### config.mk
export PLATFORM = sky130hd
export DESIGN_NAME = meshNode
export DESIGN_NICKNAME = d
export VERILOG_FILES = /design/src/hw/drumMeshPkg.sv /design/src/hw/meshNode.sv
export VERILOG_INCLUDE_DIRS = /design/src /design/src/hw
export SDC_FILE = /design/constraint.sdc
export NUM_CORES = 2
export LEC_CHECK = 0
export BUFFER_PORTS_ARGS = -buffer_cell sky130_fd_sc_hd__buf_2
export CORE_ASPECT_RATIO = 1.5
export CORE_MARGIN = 2
export CORE_UTILIZATION = 60
export DETAILED_ROUTE_END_ITERATION = 12
export GPL_TIMING_DRIVEN = 0
export PLACE_DENSITY_LB_ADDON = 0.3
export SLEW_MARGIN = 20
export SYNTH_ARGS = -nofsm -noshare
export SYNTH_HDL_FRONTEND = slang
export SYNTH_SLANG_ARGS = --single-unit
### constraint.sdc
create_clock -name allValid -period 16.9 [get_ports allValid]
set_clock_uncertainty 0.2 [all_clocks]
set_input_delay 1.69 -clock allValid [delete_from_list [all_inputs] [get_ports allValid]]
set_output_delay 1.69 -clock allValid [all_outputs]
set_load 0.1 [all_outputs]
### src/hw/drumMesh_consts.svh
`ifndef DRUM_MESH_CONSTS_SVH
`define DRUM_MESH_CONSTS_SVH

// Fixed-point format of every displacement and coefficient, Q1.17
`define DM_WIDTH 18
`define DM_FRAC 17

// Saturation limits of the signed sample range
`define DM_MAX ((1 <<< (`DM_WIDTH - 1)) - 1)
`define DM_MIN (-(1 <<< (`DM_WIDTH - 1)))

// Default mesh size in nodes
`define DM_XSIZE 4
`define DM_YSIZE 4

// Largest supported dimension, which sets the 3-bit coordinates
`define DM_MAXDIM 8
`define DM_COORDW 3

`endif

### src/hw/drumMeshPkg.sv
`default_nettype none

`include "drumMesh_consts.svh"

package drumMeshPkg;

  // Signed displacement, Q1.17
  typedef logic signed [`DM_WIDTH-1:0] sampleT;

  // Control states
  typedef enum logic [1:0] {
    stateIdle,
    stateLoad,
    stateRunning,
    statePaused
  } meshStateT;

  // Bell profile along one axis, peak of 0.5 in the middle
  localparam sampleT profileTable [0:`DM_MAXDIM-1] = '{
    18'sd0,
    18'sd19661,
    18'sd49807,
    18'sd65536,
    18'sd65536,
    18'sd49807,
    18'sd19661,
    18'sd0
  };

endpackage

`default_nettype wire

### src/hw/meshNode.sv
`timescale 1ns/10ps
`default_nettype none

`include "drumMesh_consts.svh"

module meshNode (
  input  logic                 allValid,
  input  logic                 rst,
  input  logic                 loadNode,
  input  logic                 stepNode,
  input  drumMeshPkg::sampleT  uInit,
  input  drumMeshPkg::sampleT  uNorth,
  input  drumMeshPkg::sampleT  uSouth,
  input  drumMeshPkg::sampleT  uWest,
  input  drumMeshPkg::sampleT  uEast,
  input  drumMeshPkg::sampleT  rhoEff,
  input  drumMeshPkg::sampleT  etaEff,
  output drumMeshPkg::sampleT  u
);

  // Wide enough for an 18 by 21 bit product plus the sums
  typedef logic signed [47:0] wideT;

  drumMeshPkg::sampleT uPrev;
  drumMeshPkg::sampleT uNext;

  wideT lap;
  wideT velocity;
  wideT rhoTerm;
  wideT etaTerm;
  wideT sumWide;

  // Discrete Laplacian over the four neighbours
  assign lap = wideT'(uNorth) + wideT'(uSouth) + wideT'(uWest) + wideT'(uEast)
             - (wideT'(u) <<< 2);

  // Velocity estimate for the damping term
  assign velocity = wideT'(u) - wideT'(uPrev);

  // Both products come back to Q1.17
  assign rhoTerm = (wideT'(rhoEff) * lap) >>> `DM_FRAC;
  assign etaTerm = (wideT'(etaEff) * velocity) >>> `DM_FRAC;

  assign sumWide = (wideT'(u) <<< 1) - wideT'(uPrev) + rhoTerm - etaTerm;

  // Clamp to the sample range
  always_comb begin
    if (sumWide > wideT'(`DM_MAX)) begin
      uNext = drumMeshPkg::sampleT'(`DM_MAX);
    end else if (sumWide < wideT'(`DM_MIN)) begin
      uNext = drumMeshPkg::sampleT'(`DM_MIN);
    end else begin
      uNext = sumWide[`DM_WIDTH-1:0];
    end
  end

  always_ff @(posedge allValid) begin
    if (rst) begin
      u     <= '0;
      uPrev <= '0;
    end else if (loadNode) begin
      // Mesh starts at rest in the strike shape
      u     <= uInit;
      uPrev <= uInit;
    end else if (stepNode) begin
      uPrev <= u;
      u     <= uNext;
    end
  end

endmodule

`default_nettype wire

==> results.toml <==
[synthesis]
synth_nets = 4833
synthFlopType = "dfxtp_1"
yosys_warnings = 0
synthMostInstantiatedCell = "inv_1"
synth-edff-count = 0
syn_inst = 3612
yosysSeqAreaShare = 0.0220
synth_commonest_cells = "inv_1, fa_1, nand2_1"
synth_area_mm2 = 0.0327
yosys_register_bits = 36
synth_area_leaders = "fa_1, inv_1, ha_1"
async_flop_share = 0
yosysTopAreaCell = "fa_1"
avgSynthCellArea_um2 = 9.05
ys_types = 66
post-synth-top-area-fraction = 0.508

[routing]
wl_per_cell_um = 19.8
num_vias = 24800
postRouteAntennaNets = 0
drc = 0
drt-total-wl_mm = 88.0
firstDrtPassIters = 5
initialDrtViolationCount = 1349
vias_per_cell = 5.57

[die]
io_pins = 148
initial_core_util = 0.608
core_area_mm2 = 0.0537
die_h_um = 290
die_w_um = 195
num_rows = 104
die_area_mm2 = 0.0564

[timing]
finalHoldViolations = 0
rsz0062_at_grt = "false"
max_freq_ghz = 0.0609
finalCritPeriodShare = 0.972
tightest_slew_ps = 1270
maxSlewViolCount = 0
finalSetupViolations = 0
min_period_ps = 16430
max_slew_margin = 0.147

[cts]
root_buffer = "clkbuf_16"
cts_tree = "done"
htreeDepth = 2
post_cts_resize_count = 0
post_cts_buffers = 0
clockBufferDepth = 2
numCtsBuffers = 5
clk_latency_ps = 290
cts_sinks = 36
path_clk_slew_ps = 60
hold_buffers = 0

[global_route]
grt_max_degree = 12
grt_pass1_wl_mm = 143
antenna_found_initial = 0
grt_pass1_vias = 27700
grtUsageTotal = 0.330
overflow = 0

[setup_path]
critPathKind = "primary input to flip-flop"
reg2reg_from = "u[0]"
path_delay_family = "adder cells"
crit_fanout = 10
slowest_stage = "xnor2_1"
path_buf_inv = 9
start_kind = "primary input"
rr_worst_depth = 46
path_common_cell = "fa_1"
regToRegSetupSlack_ps = 1220
critPathRequiredTime_ps = 16890
cpPeakStageDelay_ps = 880
r2r-end = "u[1]"
critPathArrivalTime_ps = 16420
crit_path_end_kind = "flip-flop"
startpoint = "uNorth[3]"

[finish]
final_layout_size_suffix_gt1_frac = 0.0450
diodes = 0
fillCellCount = 4573
nNetsFinal = 4976
final_core_util = 0.641
areaGrowthSynthToFinish_pct = 5.36

[min_path]
min_path_cells = 2
worstHoldEndpoint = "uPrev[5]"
hold_start = "uPrev[5]"
hold_class = "flip-flop to flip-flop"

[status]
run_status = "completed"

[placed_design]
gp_congestion = 1.02
portBuffers = 135
place_hpwl_mm = 78.7

[run]
maxCapViolCount = 0
==> state kept, by name, indices dropped and copies added (netlist names) <==
signal / cells
u: 18
uPrev: 18
==> layout make-up <==
class	instances	area (um^2)	area share
multi-input combinational	2492	28000	0.812
inverter	958	3600	0.104
clock buffer	6	129	0.00374
buffer	126	488	0.0142
clock inverter	1	5.00	0.000145
tap	689	862	0.0250
sequential	36	721	0.0209
timing repair buffer	136	683	0.0198
==> tightest hold or removal path: stages (launching register included) <==
cell and delay [ps]:
dfxtp_1 340, mux2i_1 120, a21boi_0 80
==> metrics by stage <==
stage                     cells  worst slack (ps)  hold slack, ps  cell area, um^2  setup TNS [ps]
after floorplan            3612              3140             350            32700               0
after global placement     4436              -432             369            34200           -3710
after detailed placement   4437              48.0             378            34300               0
after CTS                  4444               258             385            34400               0
after global routing       4444              39.9             417            34400               0
final                      4444               467             386            34400               0
==> cell families (layout without fill, tap and decap cells) <==
logic type      count (synthesis)  in the layout  synth area share
simple gates                  942            942             0.142
xor+xnor                      121            121            0.0324
fa+ha+maj                    1091           1091             0.608
compound gates                318            318            0.0644
flops                          36             36            0.0220
buf+inv                      1084           1227             0.125
mux                            20             20           0.00620
==> cell usage in the layout (no fill, tap or decap), types with 3 or more instances in the layout <==
cell type / n
a2111oi_0: 4
a211oi_1: 9
a21boi_0: 18
a21o_1: 35
a21oi_1: 100
a22o_1: 15
a311oi_1: 3
a31oi_1: 7
and2_1: 290
and3_1: 11
and4_1: 5
buf_1: 3
buf_2: 141
clkbuf_1: 117
clkbuf_16: 5
dfxtp_1: 36
fa_1: 830
ha_1: 261
inv_1: 956
mux2i_1: 18
nand2_1: 432
nand2b_1: 39
nand3_1: 17
nand4_1: 8
nor2_1: 71
nor2b_1: 34
nor3_1: 16
o211ai_1: 8
o21a_1: 16
o21ai_0: 42
o21bai_1: 9
o221ai_1: 16
o31ai_1: 6
or2_2: 4
or3_1: 4
xnor2_1: 76
xnor2_2: 6
xor2_1: 39
==> metal layers <==
layer / track usage / wire, um
met1: 0.362 / 29900
met2: 0.613 / 46800
met3: 0.0350 / 4990
met4: 0.193 / 6320
met5: 0 / 0
==> how the worst max path moves through the flow <==
stage                        to  cells after the start
after floorplan           u[13]                     46
after global placement     u[0]                     44
after detailed placement   u[0]                     46
after CTS                  u[0]                     46
after global routing      u[10]                     47
final                      u[1]                     46
Power is left out: the tool's default activity adds up to more than one toggle a clock period on the data nets, which glitch-free logic cannot reach.
