--- config.mk ---
export PLATFORM = sky130hd
export DESIGN_NAME = meshControl
export DESIGN_NICKNAME = d
export VERILOG_FILES = /design/src/hw/drumMeshPkg.sv /design/src/hw/meshControl.sv
export VERILOG_INCLUDE_DIRS = /design/src /design/src/hw
export SDC_FILE = /design/constraint.sdc
export NUM_CORES = 1
export LEC_CHECK = 0
export BUFFER_PORTS_ARGS = -buffer_cell sky130_fd_sc_hd__buf_2
export CAP_MARGIN = 20
export CORE_ASPECT_RATIO = 0.6
export CORE_MARGIN = 5
export CORE_UTILIZATION = 35
export CTS_CLUSTER_DIAMETER = 30
export DETAILED_ROUTE_END_ITERATION = 6
export SYNTH_ARGS = -nofsm -noshare
export SYNTH_HDL_FRONTEND = slang
export SYNTH_SLANG_ARGS = --single-unit
--- constraint.sdc ---
create_clock -name allValid -period 1.9 [get_ports allValid]
set_input_delay 0.19 -clock allValid [delete_from_list [all_inputs] [get_ports allValid]]
set_output_delay 0.19 -clock allValid [all_outputs]
set_load 0.01 [all_outputs]
--- src/hw/drumMesh_consts.svh ---
`ifndef DRUM_MESH_CONSTS_SVH
`define DRUM_MESH_CONSTS_SVH

// Fixed-point format of every displacement and coefficient, Q1.17
`define DM_WIDTH 18
`define DM_FRAC 17

// Saturation limits of the signed sample range
`define DM_MAX ((1 <<< (`DM_WIDTH - 1)) - 1)
`define DM_MIN (-(1 <<< (`DM_WIDTH - 1)))

// Default mesh size in nodes
`define DM_XSIZE 4
`define DM_YSIZE 4

// Largest supported dimension, which sets the 3-bit coordinates
`define DM_MAXDIM 8
`define DM_COORDW 3

`endif

--- src/hw/drumMeshPkg.sv ---
`default_nettype none

`include "drumMesh_consts.svh"

package drumMeshPkg;

  // Signed displacement, Q1.17
  typedef logic signed [`DM_WIDTH-1:0] sampleT;

  // Control states
  typedef enum logic [1:0] {
    stateIdle,
    stateLoad,
    stateRunning,
    statePaused
  } meshStateT;

  // Bell profile along one axis, peak of 0.5 in the middle
  localparam sampleT profileTable [0:`DM_MAXDIM-1] = '{
    18'sd0,
    18'sd19661,
    18'sd49807,
    18'sd65536,
    18'sd65536,
    18'sd49807,
    18'sd19661,
    18'sd0
  };

endpackage

`default_nettype wire

--- src/hw/meshControl.sv ---
`timescale 1ns/10ps
`default_nettype none

module meshControl (
  input  logic                 allValid,
  input  logic                 rst,
  input  logic                 strike,
  input  logic                 run,
  input  drumMeshPkg::sampleT  rho,
  input  drumMeshPkg::sampleT  eta,
  input  logic [2:0]           tensionSel,
  output logic                 loadNode,
  output logic                 stepNode,
  output logic                 sampleStrobe,
  output drumMeshPkg::sampleT  rhoEff,
  output drumMeshPkg::sampleT  etaEff
);

  drumMeshPkg::meshStateT state;
  drumMeshPkg::meshStateT stateNext;

  // Next-state logic
  always_comb begin
    stateNext = state;
    case (state)
      drumMeshPkg::stateIdle: begin
        stateNext = drumMeshPkg::stateIdle;
      end
      drumMeshPkg::stateLoad: begin
        stateNext = run ? drumMeshPkg::stateRunning : drumMeshPkg::statePaused;
      end
      drumMeshPkg::stateRunning: begin
        if (!run) begin
          stateNext = drumMeshPkg::statePaused;
        end
      end
      drumMeshPkg::statePaused: begin
        if (run) begin
          stateNext = drumMeshPkg::stateRunning;
        end
      end
      default: begin
        stateNext = drumMeshPkg::stateIdle;
      end
    endcase
    // A strike restarts the note from any state
    if (strike) begin
      stateNext = drumMeshPkg::stateLoad;
    end
  end

  always_ff @(posedge allValid) begin
    if (rst) begin
      state <= drumMeshPkg::stateIdle;
    end else begin
      state <= stateNext;
    end
  end

  // Broadcast strobes to the nodes
  assign loadNode = (state == drumMeshPkg::stateLoad);
  assign stepNode = (state == drumMeshPkg::stateRunning);

  // One sample per load or step, one cycle behind the node update
  always_ff @(posedge allValid) begin
    if (rst) begin
      sampleStrobe <= 1'b0;
    end else begin
      sampleStrobe <= loadNode | stepNode;
    end
  end

  // Coefficients only change on a new note
  always_ff @(posedge allValid) begin
    if (rst) begin
      rhoEff <= '0;
      etaEff <= '0;
    end else if (strike) begin
      rhoEff <= rho >>> tensionSel;
      etaEff <= eta;
    end
  end

endmodule

`default_nettype wire

==> results_dict.tcl <==
set metrics [dict create \
    detailedRoute.firstIterationViolations 103 \
    post_synthesis_sequential_element_count 39 \
    final_nets 322 \
    leakagePower_nw 1.27 \
    slew_at_the_pin_with_the_worst_max_slew_slack_ps 492 \
    setup-violations-final 0 \
    cts_tree "done" \
    r2r_cells 5 \
    floorplan.io_pins 82 \
    finalCoreUtilization 0.445 \
    first_global_vias 1620 \
    crit_path_max_fanout 4 \
    drc 0 \
    worstSetupEndpoint "state[1]" \
    dpl.cell_count 352 \
    number_of_enable_type_register_cells_in_the_synthesized_netlist 0 \
    clk-insertion-delay-late_ps 290 \
    timing.critical_path.from_type "flip-flop" \
    whs_ps 134 \
    tns_ps 0 \
    period_share 0.758 \
    via_count 1777 \
    grt.total_usage 0.142 \
    num-fill-cells 618 \
    final_hold_viol_count 0 \
    power.total_mw 1.91 \
    gp_congestion 0.840 \
    grt_max_degree 24 \
    area_growth_pct 25.8 \
    initial_utilization 0.354 \
    timing_worst_setup_path_type "flip-flop to flip-flop" \
    num_antenna_cells 0 \
    drt-vias-per-instance 4.95 \
    first_pass_grt_wire_length_um 8940 \
    combined_area_of_the_multi_input_logic_cells_sq_mm 0.00121 \
    h-tree-depth 2 \
    synth_cells 199 \
    avgSynthCellArea_sq_um 10.7 \
    irDropWorstVdd_mv 0.310 \
    grt_antenna_before_repair 0 \
    globalRouteOverflowTotal 0 \
    fp.dieArea_sq_mm 0.00777 \
    final.setup_skew_ps 0.300 \
    layout-drive-gt1-share 0.396 \
    syn_nets 246 \
    power-per-cell-area_mw_per_mm2 714 \
    floorplan.rows 22 \
    dr_pass1_iterations 4 \
    detailedPlacementHpwl_um 4230 \
    end_kind "flip-flop" \
    clock_path_buffers 2 \
    synth.cell_area_sq_mm 0.00212 \
    crit-reg2reg-capture "state[1]" \
    max-slew-margin-rel 0.672 \
    synth-main-ff-cell "dfxtp_1" \
    holdBufCountCts 0 \
    drt-total-wl_um 5450 \
    synth.yosys.seq_area_share 0.368 \
    finalMaxSlewViolations 0 \
    timing.max_cap.violations 0 \
    finalCriticalPeriod_ps 1440 \
    reg2reg_from "state[0]" \
    final-seq-area_sq_um 781 \
    worst_ep_arrival_time_ps 1620 \
    worst-endpoint-required_ps 2080 \
    async_flop_share 0 \
    hold_path_class "input pin to flip-flop" \
    reg2reg_setup_slack_ps 460 \
    clock.fmax_ghz 0.695 \
    rsz0062_at_grt "no" \
    ys_types 33 \
    cts.sink_count 39 \
    post_cts_resize_count 0 \
    floorplan.die.width_um 111 \
    status "completed" \
    cts_inserted_buffers 5 \
    synth_warnings 0 \
    setup.worst_path.start "state[0]" \
    root_buffer "clkbuf_8" \
    finish.cell_count_without_fillers 359 \
    placeableCoreArea_sq_mm 0.00600 \
    most_common_cell_after_layout_fill_and_taps_aside "buf_2" \
    count_of_nets_left_with_antenna_violations_after_detail_routing 0 \
    io_buffers 81 \
    cts.reportedPaths.clkPinSlew_ps 80 \
    die_h_um 70.3 \
    layout.cells.most_common_list "buf_2 (81), dfxtp_1 (39), nor2_1 (36)" \
    postCtsSetupBuffers 0 \
    wl_per_cell_um 15.2 \
]
## metal layers
layer | track usage | share of wire | wire, um | vias up
met2 | 0.173 | 0.39 | 2110 | 67
met1 | 0.232 | 0.53 | 2910 | 820
met4 | 0.0328 | 0.0055 | 30 | 0
met3 | 0.0442 | 0.074 | 404 | 3
li1 | - | - | - | 887
met5 | 0 | 0 | 0 | -
## worst max-delay path, stage by stage (launching register included)
cell and delay (ps):
dfxtp_1 380, inv_1 90, ha_1 220, mux2i_1 240, nor2_1 60, a2111oi_0 340
## metrics by stage
| stage | area [sq um] | worst slack [ps] |
|---|---|---|
| final | 2670 | 460 |
| after global routing | 2670 | 193 |
| after CTS | 2670 | 434 |
| after detailed placement | 2580 | 228 |
| after global placement | 2580 | 257 |
| after floorplan | 2120 | 419 |
## synthesized netlist by cell type, drive strengths merged (2+ instances only)
cell type	instances	area, sq um
a2111oi	2	17.5
a211oi	8	60.1
a21oi	2	10.0
a311oi	5	43.8
a31oi	2	12.5
and3	2	12.5
buf	10	81.3
clkbuf	9	33.8
dfxtp	39	781
ha	4	50.1
inv	3	11.3
mux2i	34	340
mux4	15	349
nand2	7	26.3
nand2b	4	25.0
nor2	36	135
nor2b	2	12.5
nor3b	2	15.0
o211ai	2	15.0
o311ai	2	17.5
o41ai	2	17.5
## worst min path at each step
stage	start	end	slack (ps)	cells after the start
6_report	eta[1]	etaEff[1]	130	3
5_1_grt	eta[3]	etaEff[3]	120	3
4_1_cts	eta[1]	etaEff[1]	120	3
3_5_place_dp	eta[1]	etaEff[1]	430	3
3_3_place_gp	eta[16]	etaEff[16]	420	3
2_1_floorplan	eta[10]	etaEff[10]	340	2
## registers in the layout, indices dropped and copies added, names as in the netlist
| signal | cells |
|---|---|
| etaEff | 18 |
| rhoEff | 18 |
| sampleStrobe | 1 |
| state | 2 |
## where the power goes
part / switching [mW] / internal, mW
Clock: 0.288 / 0.285
Sequential: 0.0289 / 0.875
Combinational: 0.218 / 0.210
Total: 0.536 / 1.37
## cell type report
class                      instances  area share
timing repair buffer              88       0.176
clock inverter                     1     0.00187
tap                               84      0.0394
sequential                        39       0.292
clock buffer                       6      0.0309
multi-input combinational        138       0.455
inverter                           3     0.00422
## cell families after synthesis
group                    Yosys count  synth area share
multiplexers                      50             0.330
adder cells (fa/ha/maj)            4            0.0236
flip-flops                        39             0.368
AND/OR/NAND/NOR                   56             0.117
buffers and inverters             22            0.0595
AO/OA/AOI/OAI                     28             0.102
Note: power is estimated with default switching activity, not from simulation.
