$ cat src/hw/drumMesh_consts.svh
`ifndef DRUM_MESH_CONSTS_SVH
`define DRUM_MESH_CONSTS_SVH

// Fixed-point format of every displacement and coefficient, Q1.17
`define DM_WIDTH 18
`define DM_FRAC 17

// Saturation limits of the signed sample range
`define DM_MAX ((1 <<< (`DM_WIDTH - 1)) - 1)
`define DM_MIN (-(1 <<< (`DM_WIDTH - 1)))

// Default mesh size in nodes
`define DM_XSIZE 4
`define DM_YSIZE 4

// Largest supported dimension, which sets the 3-bit coordinates
`define DM_MAXDIM 8
`define DM_COORDW 3

`endif

$ cat src/hw/drumMeshPkg.sv
`default_nettype none

`include "drumMesh_consts.svh"

package drumMeshPkg;

  // Signed displacement, Q1.17
  typedef logic signed [`DM_WIDTH-1:0] sampleT;

  // Control states
  typedef enum logic [1:0] {
    stateIdle,
    stateLoad,
    stateRunning,
    statePaused
  } meshStateT;

  // Bell profile along one axis, peak of 0.5 in the middle
  localparam sampleT profileTable [0:`DM_MAXDIM-1] = '{
    18'sd0,
    18'sd19661,
    18'sd49807,
    18'sd65536,
    18'sd65536,
    18'sd49807,
    18'sd19661,
    18'sd0
  };

endpackage

`default_nettype wire

$ cat src/hw/meshPickup.sv
`timescale 1ns/10ps
`default_nettype none

`include "drumMesh_consts.svh"

module meshPickup #(
  parameter int xSize = `DM_XSIZE,
  parameter int ySize = `DM_YSIZE
) (
  input  logic                               allValid,
  input  logic                               rst,
  input  logic                               sampleStrobe,
  input  logic [xSize*ySize*`DM_WIDTH-1:0]   meshFlat,
  input  logic [`DM_COORDW-1:0]              pickX,
  input  logic [`DM_COORDW-1:0]              pickY,
  output drumMeshPkg::sampleT                sample,
  output logic                               sampleValid
);

  logic [`DM_COORDW-1:0] colSel;
  logic [`DM_COORDW-1:0] rowSel;
  drumMeshPkg::sampleT   nodeSel;

  // Coordinates past the edge read the last column or row
  assign colSel = (pickX >= xSize) ? `DM_COORDW'(xSize - 1) : pickX;
  assign rowSel = (pickY >= ySize) ? `DM_COORDW'(ySize - 1) : pickY;

  // Row-major node order
  assign nodeSel = meshFlat[(int'(rowSel) * xSize + int'(colSel)) * `DM_WIDTH +: `DM_WIDTH];

  always_ff @(posedge allValid) begin
    if (rst) begin
      sample      <= '0;
      sampleValid <= 1'b0;
    end else begin
      sampleValid <= sampleStrobe;
      if (sampleStrobe) begin
        sample <= nodeSel;
      end
    end
  end

endmodule

`default_nettype wire

$ cat config.mk
export PLATFORM = sky130hd
export DESIGN_NAME = meshPickup
export DESIGN_NICKNAME = d
export VERILOG_FILES = /design/src/hw/drumMeshPkg.sv /design/src/hw/meshPickup.sv
export VERILOG_INCLUDE_DIRS = /design/src /design/src/hw
export SDC_FILE = /design/constraint.sdc
export NUM_CORES = 1
export LEC_CHECK = 0
export ABC_AREA = 1
export ABC_CLOCK_PERIOD_IN_PS = 3400
export BUFFER_PORTS_ARGS = -buffer_cell sky130_fd_sc_hd__clkbuf_2
export CELL_PAD_IN_SITES_DETAIL_PLACEMENT = 0
export CELL_PAD_IN_SITES_GLOBAL_PLACEMENT = 1
export CORE_UTILIZATION = 24
export CTS_CLUSTER_SIZE = 30
export DETAILED_ROUTE_END_ITERATION = 6
export GPL_TIMING_DRIVEN = 0
export PLACE_DENSITY = 0.92
export RECOVER_POWER = 50
export SYNTH_ARGS = -nofsm -noshare
export SYNTH_HDL_FRONTEND = slang
export SYNTH_SLANG_ARGS = --single-unit
$ cat constraint.sdc
create_clock -name allValid -period 3.4 [get_ports allValid]
set_input_delay 0.17 -clock allValid [delete_from_list [all_inputs] [get_ports allValid]]
set_output_delay 0.17 -clock allValid [all_outputs]
set_load 0.005 [all_outputs]
==> impl_results.md, run 1 <==
* Status: completed
* Portion of total power attributed to sequential cells at 0.209
* Final Slew Violations at 0
* Static Leak at 2.94 nW
* GR Layer Usage met2 at 0.495
* Post-cts sizing count at 0
* Violation count after the first detailed-routing iteration at 297
* Placeable core region at 14000 um2
* Clock-pin transition on the worst setup and hold timing paths at 50 ps
* TritonCTS Buffers at 3
* Slew margin rel. at 0.529
* Post-Route WL at between 20 and 25 mm
* Critical path class: in2reg
* Share of the cycle needed by the critical path after routing at 0.673
* H-tree levels at 1
* Worst-case clock buffer depth at 2
* Yosys Warn Count at 0
* Global-route wire length before repair at between 20 and 30 mm
* Post-route DRC violation count at 0
* F_max at 437 MHz
* Largest vdd supply drop at 0.151 mV
* Net switching share of the total power at 0.421
* Synth Register Bits at 19
* Hold buffers post-CTS at 0
* Distinct cell type count of the synthesized netlist at 18
* PnR Total Power at about 0.0012 W
* Latest clock arrival within the worst-skew pair at 250 ps
* Standard-cell row count at 43
* Mapped Nets at 1007
* DRT Pass-1 Iters at 5
* Met1 track demand over resource at 0.320
* IO Count at 316
* Combinational fraction of design power at 0.590
* Endpoints failing setup at 0
* Mapped Cells at 708
* Via count at 5825
* Net switching power at 0.000507 W
* Sequential cell area fraction in the yosys report at 0.109
* Period minus WS final at 2290 ps
* Final Net Count at 1326
* Max-capacitance violation count at 0
* Final Wtd Congestion at 0.912
* Nature of the critical path startpoint: input port
* Clock skew at 0 ps
* Top Usage Layer GRT: met2
* Pin count of the biggest net entering global routing at 11
* Count of antenna-violating nets left after detailed routing at 0
* Detail-routed net length per standard cell at 17.0 um
* Cell area power density at 225 nW/um2
* CTS tree: yes
* Initial antenna violation count at 1
* Critical path required time at 3580 ps
* CP arrival at 2470 ps
* Setup TNS Final at 0 ps
* Number of filler cells placed in the layout at between 1500 and 2000
* Placed wire-length estimate after detailed placement at 17.3 mm
* Highest net fanout along the worst path at 10
* Type of the most critical hold path: in2reg
* Count of input and output buffers at 314
* Transition time at the pin with the least slew margin at 704 ps
* Total standard cell area after synthesis at about 3500 um2
* Via count of the first global-routing pass at approximately 5300
* Total grt overflow at 0
* Root buf cell: clkbuf_16
* Die span in y at approximately 120 um
* Fraction of layout instances using a drive strength above 1 at 0.332
* Mean instance size in the synthesized netlist at 4.93 um2
* Internal power contribution at around 0.00070 W
* Growth of design area from synthesis to finish at 53.2%
* Die W at ~120 um
* Gr usage total at 0.263
* Setup Buffers After CTS at 0
* Die outline area at 15000 um2
* CTS sink cnt at 19
* Starting density of the core at 0.248
* Routing usage on met3 at 0.0237
* Type of element capturing the critical path: register
* Number of hold violations in the final report at 0
* Clock share of power at 0.201
* RSZ-0062 raised after global routing: false
* Via density at 4.83
## cells in the final DEF, fill, tap and decap left out, types with 2 or more instances in the layout
cell type and instances:
nand2_1 309, clkbuf_2 297, nand3_1 265, clkbuf_1 40, dfxtp_1 19, a21oi_1 18, buf_2 17, inv_1 15
buf_6 12, nor2_1 10, buf_4 6, buf_1 4, clkbuf_16 3, or2_2 2, inv_2 2, clkinv_1 2
ha_1 2
## synth_stat cells
| cell type | count | area (um2) |
|---|---|---|
| nor2_4 | 1 | 11.3 |
| nand3_1 | 265 | 1330 |
| buf_1 | 4 | 15.0 |
| a21oi_1 | 18 | 90.1 |
| buf_4 | 6 | 45.0 |
| clkinv_1 | 2 | 7.51 |
| nand2_2 | 1 | 6.26 |
| nor2_1 | 10 | 37.5 |
| inv_1 | 15 | 56.3 |
| inv_2 | 2 | 7.51 |
| conb_1 | 1 | 3.75 |
| buf_6 | 12 | 135 |
| nand2_1 | 309 | 1160 |
| or2_2 | 2 | 12.5 |
| ha_1 | 2 | 25.0 |
| dfxtp_1 | 19 | 380 |
| buf_2 | 17 | 85.1 |
| clkbuf_1 | 22 | 82.6 |
## cell type report
type	count	area [um2]	share of cell area
antenna	1	2.50	0.000468
buffer	61	363	0.0679
clock buffer	4	78.8	0.0148
inverter	19	71.3	0.0133
multi-input combinational	609	2670	0.500
sequential	19	380	0.0712
tap	180	225	0.0421
timing repair buffer	314	1550	0.290
## cells by family after synthesis
kind of cell | after synthesis | share of synthesized area
simple gates | 588 | 0.732
buf+inv | 80 | 0.125
compound gates | 18 | 0.0258
flops | 19 | 0.109
fa+ha+maj | 2 | 0.00718
other cells | 1 | 0.00108
## power by group through the flow
stage | combinational (W) | sequential [W] | clock (W)
floorplan | 0.000357 | 0.000257 | 0
global placement | 0.000715 | 0.000256 | 0
detailed placement | 0.000717 | 0.000256 | 0
CTS | 0.000720 | 0.000252 | 0.000246
global route | 0.000787 | 0.000253 | 0.000255
finish | 0.000709 | 0.000252 | 0.000242
## registers in the layout, indices dropped and copies added (netlist names)
signal	count
sampleValid	1
sample	18
## worst max-delay path: stages
cell and delay (ps):
clkbuf_2 70, or2_2 280, ha_1 300, buf_2 220, clkinv_1 270, clkbuf_1 490, nand3_1 290, nand3_1 150
nand3_1 80, a21oi_1 130
## path summary, 6_finish.rpt
check	slack (ps)	depth (start not counted)	from	end
worst max-delay path	1110	10	pickY[0]	sample[8]$_SDFFE_PP0P_
worst min register to register	470	2	sample[0]$_SDFFE_PP0P_	sample[0]$_SDFFE_PP0P_
worst min-delay path	330	2	rst	sample[0]$_SDFFE_PP0P_
worst max register to register	2770	2	sample[2]$_SDFFE_PP0P_	sample[2]$_SDFFE_PP0P_
## routing by layer
layer,part of all wire,wire length (um)
met1,0.40,8270
met2,0.50,10200
met3,0.080,1640
met4,0.020,412
met5,0,0
## stage by stage
step	utilization	hold slack (ps)	cells	instance area [um2]	worst slack, ps
floorplan	-	454	708	3490	1680
global placement	0.376	454	1202	5280	794
detailed placement	0.376	458	1202	5280	822
CTS	0.382	322	1206	5360	1080
global route	0.381	359	1207	5340	961
finish	0.381	327	1207	5340	1110
Power figures use the tool's default switching activity.
==> run 2, diff against run 1 <==
--- a/config.mk
+++ b/config.mk
@@ -6,16 +6,17 @@
 export SDC_FILE = /design/constraint.sdc
 export NUM_CORES = 1
 export LEC_CHECK = 0
-export ABC_AREA = 1
-export ABC_CLOCK_PERIOD_IN_PS = 3400
+export ABC_AREA = 0
+export ABC_CLOCK_PERIOD_IN_PS = 2400
 export BUFFER_PORTS_ARGS = -buffer_cell sky130_fd_sc_hd__clkbuf_2
 export CELL_PAD_IN_SITES_DETAIL_PLACEMENT = 0
 export CELL_PAD_IN_SITES_GLOBAL_PLACEMENT = 1
-export CORE_UTILIZATION = 24
+export CORE_AREA = 2 2 121 123
 export CTS_CLUSTER_SIZE = 30
 export DETAILED_ROUTE_END_ITERATION = 6
+export DIE_AREA = 0 0 123 125
 export GPL_TIMING_DRIVEN = 0
-export PLACE_DENSITY = 0.92
+export PLACE_DENSITY = 0.86
 export RECOVER_POWER = 50
 export SYNTH_ARGS = -nofsm -noshare
 export SYNTH_HDL_FRONTEND = slang
==> constraint.sdc (replaced) <==
create_clock -name allValid -period 2.4 [get_ports allValid]
set_input_delay 0.12 -clock allValid [delete_from_list [all_inputs] [get_ports allValid]]
set_output_delay 0.12 -clock allValid [all_outputs]
set_load 0.005 [all_outputs]
==> impl_results.md, run 2 <==
* Status: completed
* Placeable core region at 14200 um2 (+1.1%)
* Pin count of the biggest net entering global routing at 13 (+2)
* Most instantiated library cell after synthesis: o21ai_0
* Final Wtd Congestion at 0.873 (-4.3%)
* Dominant cells by area after synthesis: mux2i_1 22%, a221oi_1 13%, o22ai_1 13%
* Latest clock arrival within the worst-skew pair at 260 ps (about the same)
* Placed wire-length estimate after detailed placement at 16.8 mm (-2.9%)
* Setup crit start: pickY[1]
* Type of element capturing the critical path: register
* Post-synth EDFFs at 0 (unchanged)
* Worst setup margin at 215 ps (-896 ps)
* Clock-pin transition on the worst setup and hold timing paths at 60 ps (about the same)
* FF/Latch Area at 380 um2 (unchanged)
* Gr usage total at 0.243 (-0.0195)
* Fraction of layout instances using a drive strength above 1 at 0.427 (+0.0946)
* Via density at 5.52 (+14%)
* Via count at 5330 (-8.5%)
* Post-synth top flop: dfxtp_1
* Count of antenna-violating nets left after detailed routing at 0 (unchanged)
* Area of combinational cells with multiple inputs at 2660 um2 (-0.51%)
* Top cell type's share of synthesized area at 0.216 (-0.164)
* Post-route DRC violation count at 0 (unchanged)
* Mapped Nets at 762 (-24%)
* RSZ-0062 raised after global routing: false
* Final Net Count at 1080 (-19%)
* Via count of the first global-routing pass at 4987 (-6.5%)
* Transition time at the pin with the least slew margin at 700 ps (-3.65 ps)
* Largest regs: sample: 18 flops, sampleValid: 1 flops
* Critical path class: in2reg
* Initial antenna violation count at 1 (unchanged)
* Commonest non-fill, non-tap cell in the layout: clkbuf_2
* Number of hold violations in the final report at 0 (unchanged)
* Async set-or-reset flop fraction in the synthesized netlist at 0 (unchanged)
* R2R cell count at 1 (-1)
* CTS sink cnt at 19 (unchanged)
* Slew margin rel. at 0.531 (+0.00244)
* Hold Crit Start: rst
* Final Slew Violations at 0 (unchanged)
* Distinct cell type count of the synthesized netlist at 30 (+12)
* Number of filler cells placed in the layout at 1629 (-4.4%)
* Detail-routed net length per standard cell at 20.7 um (+22%)
* Hold path depth at 2 (unchanged)
* Cell area power density at 338 nW/um2 (+50%)
* Root buf cell: clkbuf_16
* Final Core Density at 0.367 (-0.0138)
* Count of input and output buffers at 313 (-0.32%)
* Die outline area at 15400 um2 (+2.4%)
* IO Count at 316 (unchanged)
* Most frequent cells after synthesis: 84 x o21ai_0, 72 x mux2i_1, 68 x o22ai_1
* CP arrival at 2380 ps (-90 ps)
* Endpoints failing setup at 0 (unchanged)
* Starting density of the core at 0.235 (-0.0137)
* Number of flip-flops under the largest register name at 18 (unchanged)
* Violation count after the first detailed-routing iteration at 539 (+81%)
* Launch point of the worst reg-to-reg path: sample[9]$_SDFFE_PP0P_
* F_max at 458 MHz
* Static Leak at 2.51 nW (-15%)
* Period minus WS final at 2180 ps
* Largest register by flop count: sample
* Die span in y at 125 um (+2.0%)
* Worst-case clock buffer depth at 2 (unchanged)
* Library cell with the largest summed area after synthesis: mux2i_1
* Synth Register Bits at 19 (unchanged)
* H-tree levels at 1 (unchanged)
* Yosys Warn Count at 0 (unchanged)
* Mapped Cells at 463 (-35%)
* Clock skew at 0 ps (unchanged)
* Die W at 123 um (+0.38%)
* DRT Pass-1 Iters at 6 (+1)
* Critical path required time at 2590 ps (-990 ps)
* Post-place setup slack at -236 ps (-1060 ps)
* Number of cells after detailed placement at 960 (-20%)
* CTS tree: yes
* Max-capacitance violation count at 0 (unchanged)
* Growth of design area from synthesis to finish at 56.3%
* Post-Route WL at 19.9 mm (-2.8%)
* Number of cells in the finished layout apart from fillers at 965 (-20%)
* Type of the most critical hold path: in2reg
* Share of the cycle needed by the critical path after routing at 0.910
* Global-route wire length before repair at 28.4 mm (-3.3%)
* Sequential cell area fraction in the yosys report at 0.114 (+0.00508)
* Top library cells by usage in the layout, fill and taps aside: 299 x clkbuf_2, 84 x o21ai_0, 72 x mux2i_1
* Mean instance size in the synthesized netlist at 7.20 um2 (+46%)
* Setup Buffers After CTS at 0 (unchanged)
* Largest vdd supply drop at 0.209 mV (+39%)
* Nature of the critical path startpoint: input port
* Standard-cell row count at 44 (+2.3%)
* Highest net fanout along the worst path at 10 (unchanged)
* TritonCTS Buffers at 3 (unchanged)
* Total standard cell area after synthesis at 3330 um2 (-4.4%)
* Total grt overflow at 0 (unchanged)
run 2: logic make-up after synthesis:
family / count (synthesis) / share of synthesized area
multiplexers: 72 / 0.216
buffers and inverters: 64 / 0.0916
AND/OR/NAND/NOR: 52 / 0.0736
adder cells (fa/ha/maj): 2 / 0.00751
other: 1 / 0.00113
AO/OA/AOI/OAI: 253 / 0.496
flip-flops: 19 / 0.114
run 2: through the flow:
| step | area [um2] | total power [W] | TNS, ps | hold slack (ps) |
|---|---|---|---|---|
| final | 5210 | 0.00176 | 0 | 42.3 |
| after global routing | 5210 | 0.00187 | 0 | 52.6 |
| after CTS | 5210 | 0.00176 | 0 | 40.7 |
| after detailed placement | 5130 | 0.00139 | -974 | 307 |
| after global placement | 5130 | 0.00138 | -942 | 306 |
| after floorplan | 3330 | 0.000881 | 0 | 199 |
run 2: area by class of cell:
class | instances | share of cell area
Antenna cell | 1 | 0.000480
Buffer | 60 | 0.0564
Clock buffer | 3 | 0.0144
Clock inverter | 1 | 0.00144
Inverter | 4 | 0.00288
Multi-Input combinational cell | 380 | 0.510
Sequential cell | 19 | 0.0730
Tap cell | 184 | 0.0442
Timing Repair Buffer | 313 | 0.297
run 2: report_power, final:
part           leakage, nW  switching, W  total [W]  internal (W)
clock               0.0371      0.000146   0.000372      0.000226
combinational         2.31      0.000570    0.00103      0.000460
sequential           0.156     0.0000143   0.000359      0.000345
run 2: repair_timing:
item	4_1_cts	5_1_grt
resized for setup	0	8
hold buffers	0	0
setup endpoints to repair	0	5
run 2: worst paths after layout:
kind                                           endpoint  slack [ps]
worst min-delay path             sampleValid$_SDFF_PP0_          40
worst min register to register   sample[8]$_SDFFE_PP0P_         450
worst max register to register   sample[9]$_SDFFE_PP0P_        1740
worst max-delay path            sample[15]$_SDFFE_PP0P_         220
run 2: layer usage:
layer  track usage  vias to the layer above  share of wire  wire length (um)
li1              -                     2551              -                 -
met1         0.333                     2468           0.44              8680
met2         0.414                      289           0.48              9480
met3        0.0297                       22          0.073              1460
met4        0.0354                        0          0.016               321
met5             0                        -              0                 0
run 2: critical path: stages:
cell      delay [ps]
clkbuf_2          80
or2_2            280
ha_1             280
buf_2            180
inv_1            100
clkbuf_1         370
clkbuf_1         570
nor3_1           220
o21ai_1          160
==> run 3, diff against run 2 <==
--- a/config.mk
+++ b/config.mk
@@ -7,7 +7,7 @@
 export NUM_CORES = 1
 export LEC_CHECK = 0
 export ABC_AREA = 0
-export ABC_CLOCK_PERIOD_IN_PS = 2400
+export ABC_CLOCK_PERIOD_IN_PS = 2500
 export BUFFER_PORTS_ARGS = -buffer_cell sky130_fd_sc_hd__clkbuf_2
 export CELL_PAD_IN_SITES_DETAIL_PLACEMENT = 0
 export CELL_PAD_IN_SITES_GLOBAL_PLACEMENT = 1
==> constraint.sdc (replaced) <==
create_clock -name allValid -period 2.5 [get_ports allValid]
set_input_delay 0.125 -clock allValid [delete_from_list [all_inputs] [get_ports allValid]]
set_output_delay 0.125 -clock allValid [all_outputs]
set_load 0.005 [all_outputs]
==> impl_results.md, run 3 (same netlist as run 2, synthesis figures left out) <==
* Placed wire-length estimate after detailed placement at 16.8 mm (unchanged)
* Starting density of the core at 0.235 (unchanged)
* DRT Pass-1 Iters at 7 (+1)
* Top library cells by usage in the layout, fill and taps aside: 296 x clkbuf_2, 84 x o21ai_0, 72 x mux2i_1
* CTS tree: yes
* Latest clock arrival within the worst-skew pair at 260 ps (about the same)
* Static Leak at 2.49 nW (-0.57%)
* Initial antenna violation count at 1 (unchanged)
* Die outline area at 15400 um2 (unchanged)
* Final Net Count at 1080 (unchanged)
* Number of hold violations in the final report at 0 (unchanged)
* Hold buffers post-CTS at 0 (unchanged)
* Max-capacitance violation count at 0 (unchanged)
* Share of the cycle needed by the critical path after routing at 0.961
* Type of element capturing the critical path: register
* Final Core Density at 0.366 (-0.00115)
* Clock-pin transition on the worst setup and hold timing paths at 70 ps (about the same)
* F_max at 416 MHz
* Highest net fanout along the worst path at 10 (unchanged)
* Finished layout cell area at 5190 um2 (-0.31%)
* Peak per-stage delay on the critical path at 470 ps (-100 ps)
* Final Slew Violations at 0 (unchanged)
* Largest regs: sample: 18 flops, sampleValid: 1 flops
* H-tree levels at 1 (unchanged)
* Die span in y at 125 um (unchanged)
* Critical path class: in2reg
* Via count of the first global-routing pass at 4987 (unchanged)
* Largest vdd supply drop at 0.202 mV (-3.6%)
* Worst-case clock buffer depth at 2 (unchanged)
* Total grt overflow at 0 (unchanged)
* Worst hold slack at 48.2 ps (+5.90 ps)
* Slew margin rel. at 0.530 (-0.00143)
* Number of cells in the finished layout apart from fillers at 965 (unchanged)
* Gate family responsible for the most delay along the worst path: compound AO/OA/AOI/OAI gates
* Post-cts sizing count at 0 (unchanged)
* Final Wtd Congestion at 0.873 (unchanged)
* TritonCTS Buffers at 3 (unchanged)
* Status: finished, violations left
* Total buffers and inverters traversed by the critical path at 3 (-2)
* Transition time at the pin with the least slew margin at 702 ps (+2.13 ps)
* Cell area power density at 324 nW/um2 (-4.2%)
* Via count at 5335 (+0.094%)
* FF/Latch Area at 380 um2 (unchanged)
* Root buf cell: clkbuf_16
* Type of the most critical hold path: in2reg
* Via density at 5.53 (about the same)
* Nature of the critical path startpoint: input port
* Placeable core region at 14200 um2 (unchanged)
* Setup Buffers After CTS at 0 (unchanged)
* CTS sink cnt at 19 (unchanged)
* Placed inst area at 5130 um2 (unchanged)
* IO Count at 316 (unchanged)
* Critical-path top delay cell: clkbuf_1
* Largest register by flop count: sample
* Cell Chain, Critical Path: clkbuf_2 > or2_2 > ha_1 > inv_1 > clkbuf_1 > o21ai_0 > a222oi_1 > o21ai_0 > o21ai_1
* Number of filler cells placed in the layout at 1629 (unchanged)
* Number of flip-flops under the largest register name at 18 (unchanged)
* Number of cells after detailed placement at 960 (unchanged)
* Violations in the final reports: design-rule violations
* Pin count of the biggest net entering global routing at 13 (unchanged)
* Count of input and output buffers at 313 (unchanged)
* Most common cell on crit path: o21ai_0
* Worst setup margin at 96.4 ps (-119 ps)
* Area of combinational cells with multiple inputs at 2650 um2 (-0.47%)
* Violation count after the first detailed-routing iteration at 475 (-12%)
* Post-place setup slack at -141 ps (+95.0 ps)
* Die W at 123 um (unchanged)
* Period minus WS final at 2400 ps
* Endpoints failing setup at 0 (unchanged)
* Fraction of layout instances using a drive strength above 1 at 0.421 (-0.00641)
* Clock skew at 0 ps (unchanged)
* Commonest non-fill, non-tap cell in the layout: clkbuf_2
* Global-route wire length before repair at 28.4 mm (unchanged)
* RSZ-0062 raised after global routing: false
* Gr usage total at 0.243 (unchanged)
* CP arrival at 2600 ps (+220 ps)
* Critical path required time at 2690 ps (+100 ps)
* Post-Route WL at 20.0 mm (+0.10%)
* Post-route DRC violation count at 6 (+6)
* Detail-routed net length per standard cell at 20.7 um (+0.10%)
* Growth of design area from synthesis to finish at 55.8%
* Count of antenna-violating nets left after detailed routing at 0 (unchanged)
* Standard-cell row count at 44 (unchanged)
==> run 3: changes by cell type in the layout (fill, tap and decap cells not counted) <==
cell      before  now
clkbuf_2     299  296
clkbuf_1      50   53
a221oi_1      49   51
a221oi_2       2    0
==> run 3: area by class of cell <==
type	instances	share of cell area
Sequential cell	19	0.0733
Clock inverter	1	0.00145
Tap cell	184	0.0443
Timing Repair Buffer	313	0.298
Multi-Input combinational cell	380	0.510
Clock buffer	3	0.0145
Inverter	4	0.00289
Buffer	60	0.0559
Antenna cell	1	0.000482
==> run 3: per-stage QoR <==
step / total power (W) / setup TNS (ps)
final: 0.00168 / 0
after global routing: 0.00179 / 0
after CTS: 0.00169 / 0
after detailed placement: 0.00133 / -376
after global placement: 0.00133 / -346
after floorplan: 0.000846 / 0
==> run 3: final timing paths <==
| path | slack, ps | start | depth (start not counted) | to |
|---|---|---|---|---|
| worst max-delay path | 100 | pickY[0] | 9 | sample[3]$_SDFFE_PP0P_ |
| worst min-delay path | 50 | rst | 2 | sampleValid$_SDFF_PP0_ |
| worst max register to register | 1840 | sample[9]$_SDFFE_PP0P_ | 1 | sample[9]$_SDFFE_PP0P_ |
| worst min register to register | 450 | sample[8]$_SDFFE_PP0P_ | 2 | sample[8]$_SDFFE_PP0P_ |
==> run 3: per-layer routing <==
metal / vias to the layer above / track usage / wire, um
li1: 2557 / - / -
met1: 2466 / 0.333 / 8670
met2: 292 / 0.414 / 9590
met3: 20 / 0.0297 / 1420
met4: 0 / 0.0354 / 275
met5: - / 0 / 0
==> run 3: where the power goes <==
group	internal, W	leakage [nW]	switching (W)
Sequential	0.000331	0.156	0.0000137
Combinational	0.000439	2.30	0.000544
Clock	0.000217	0.0371	0.000137
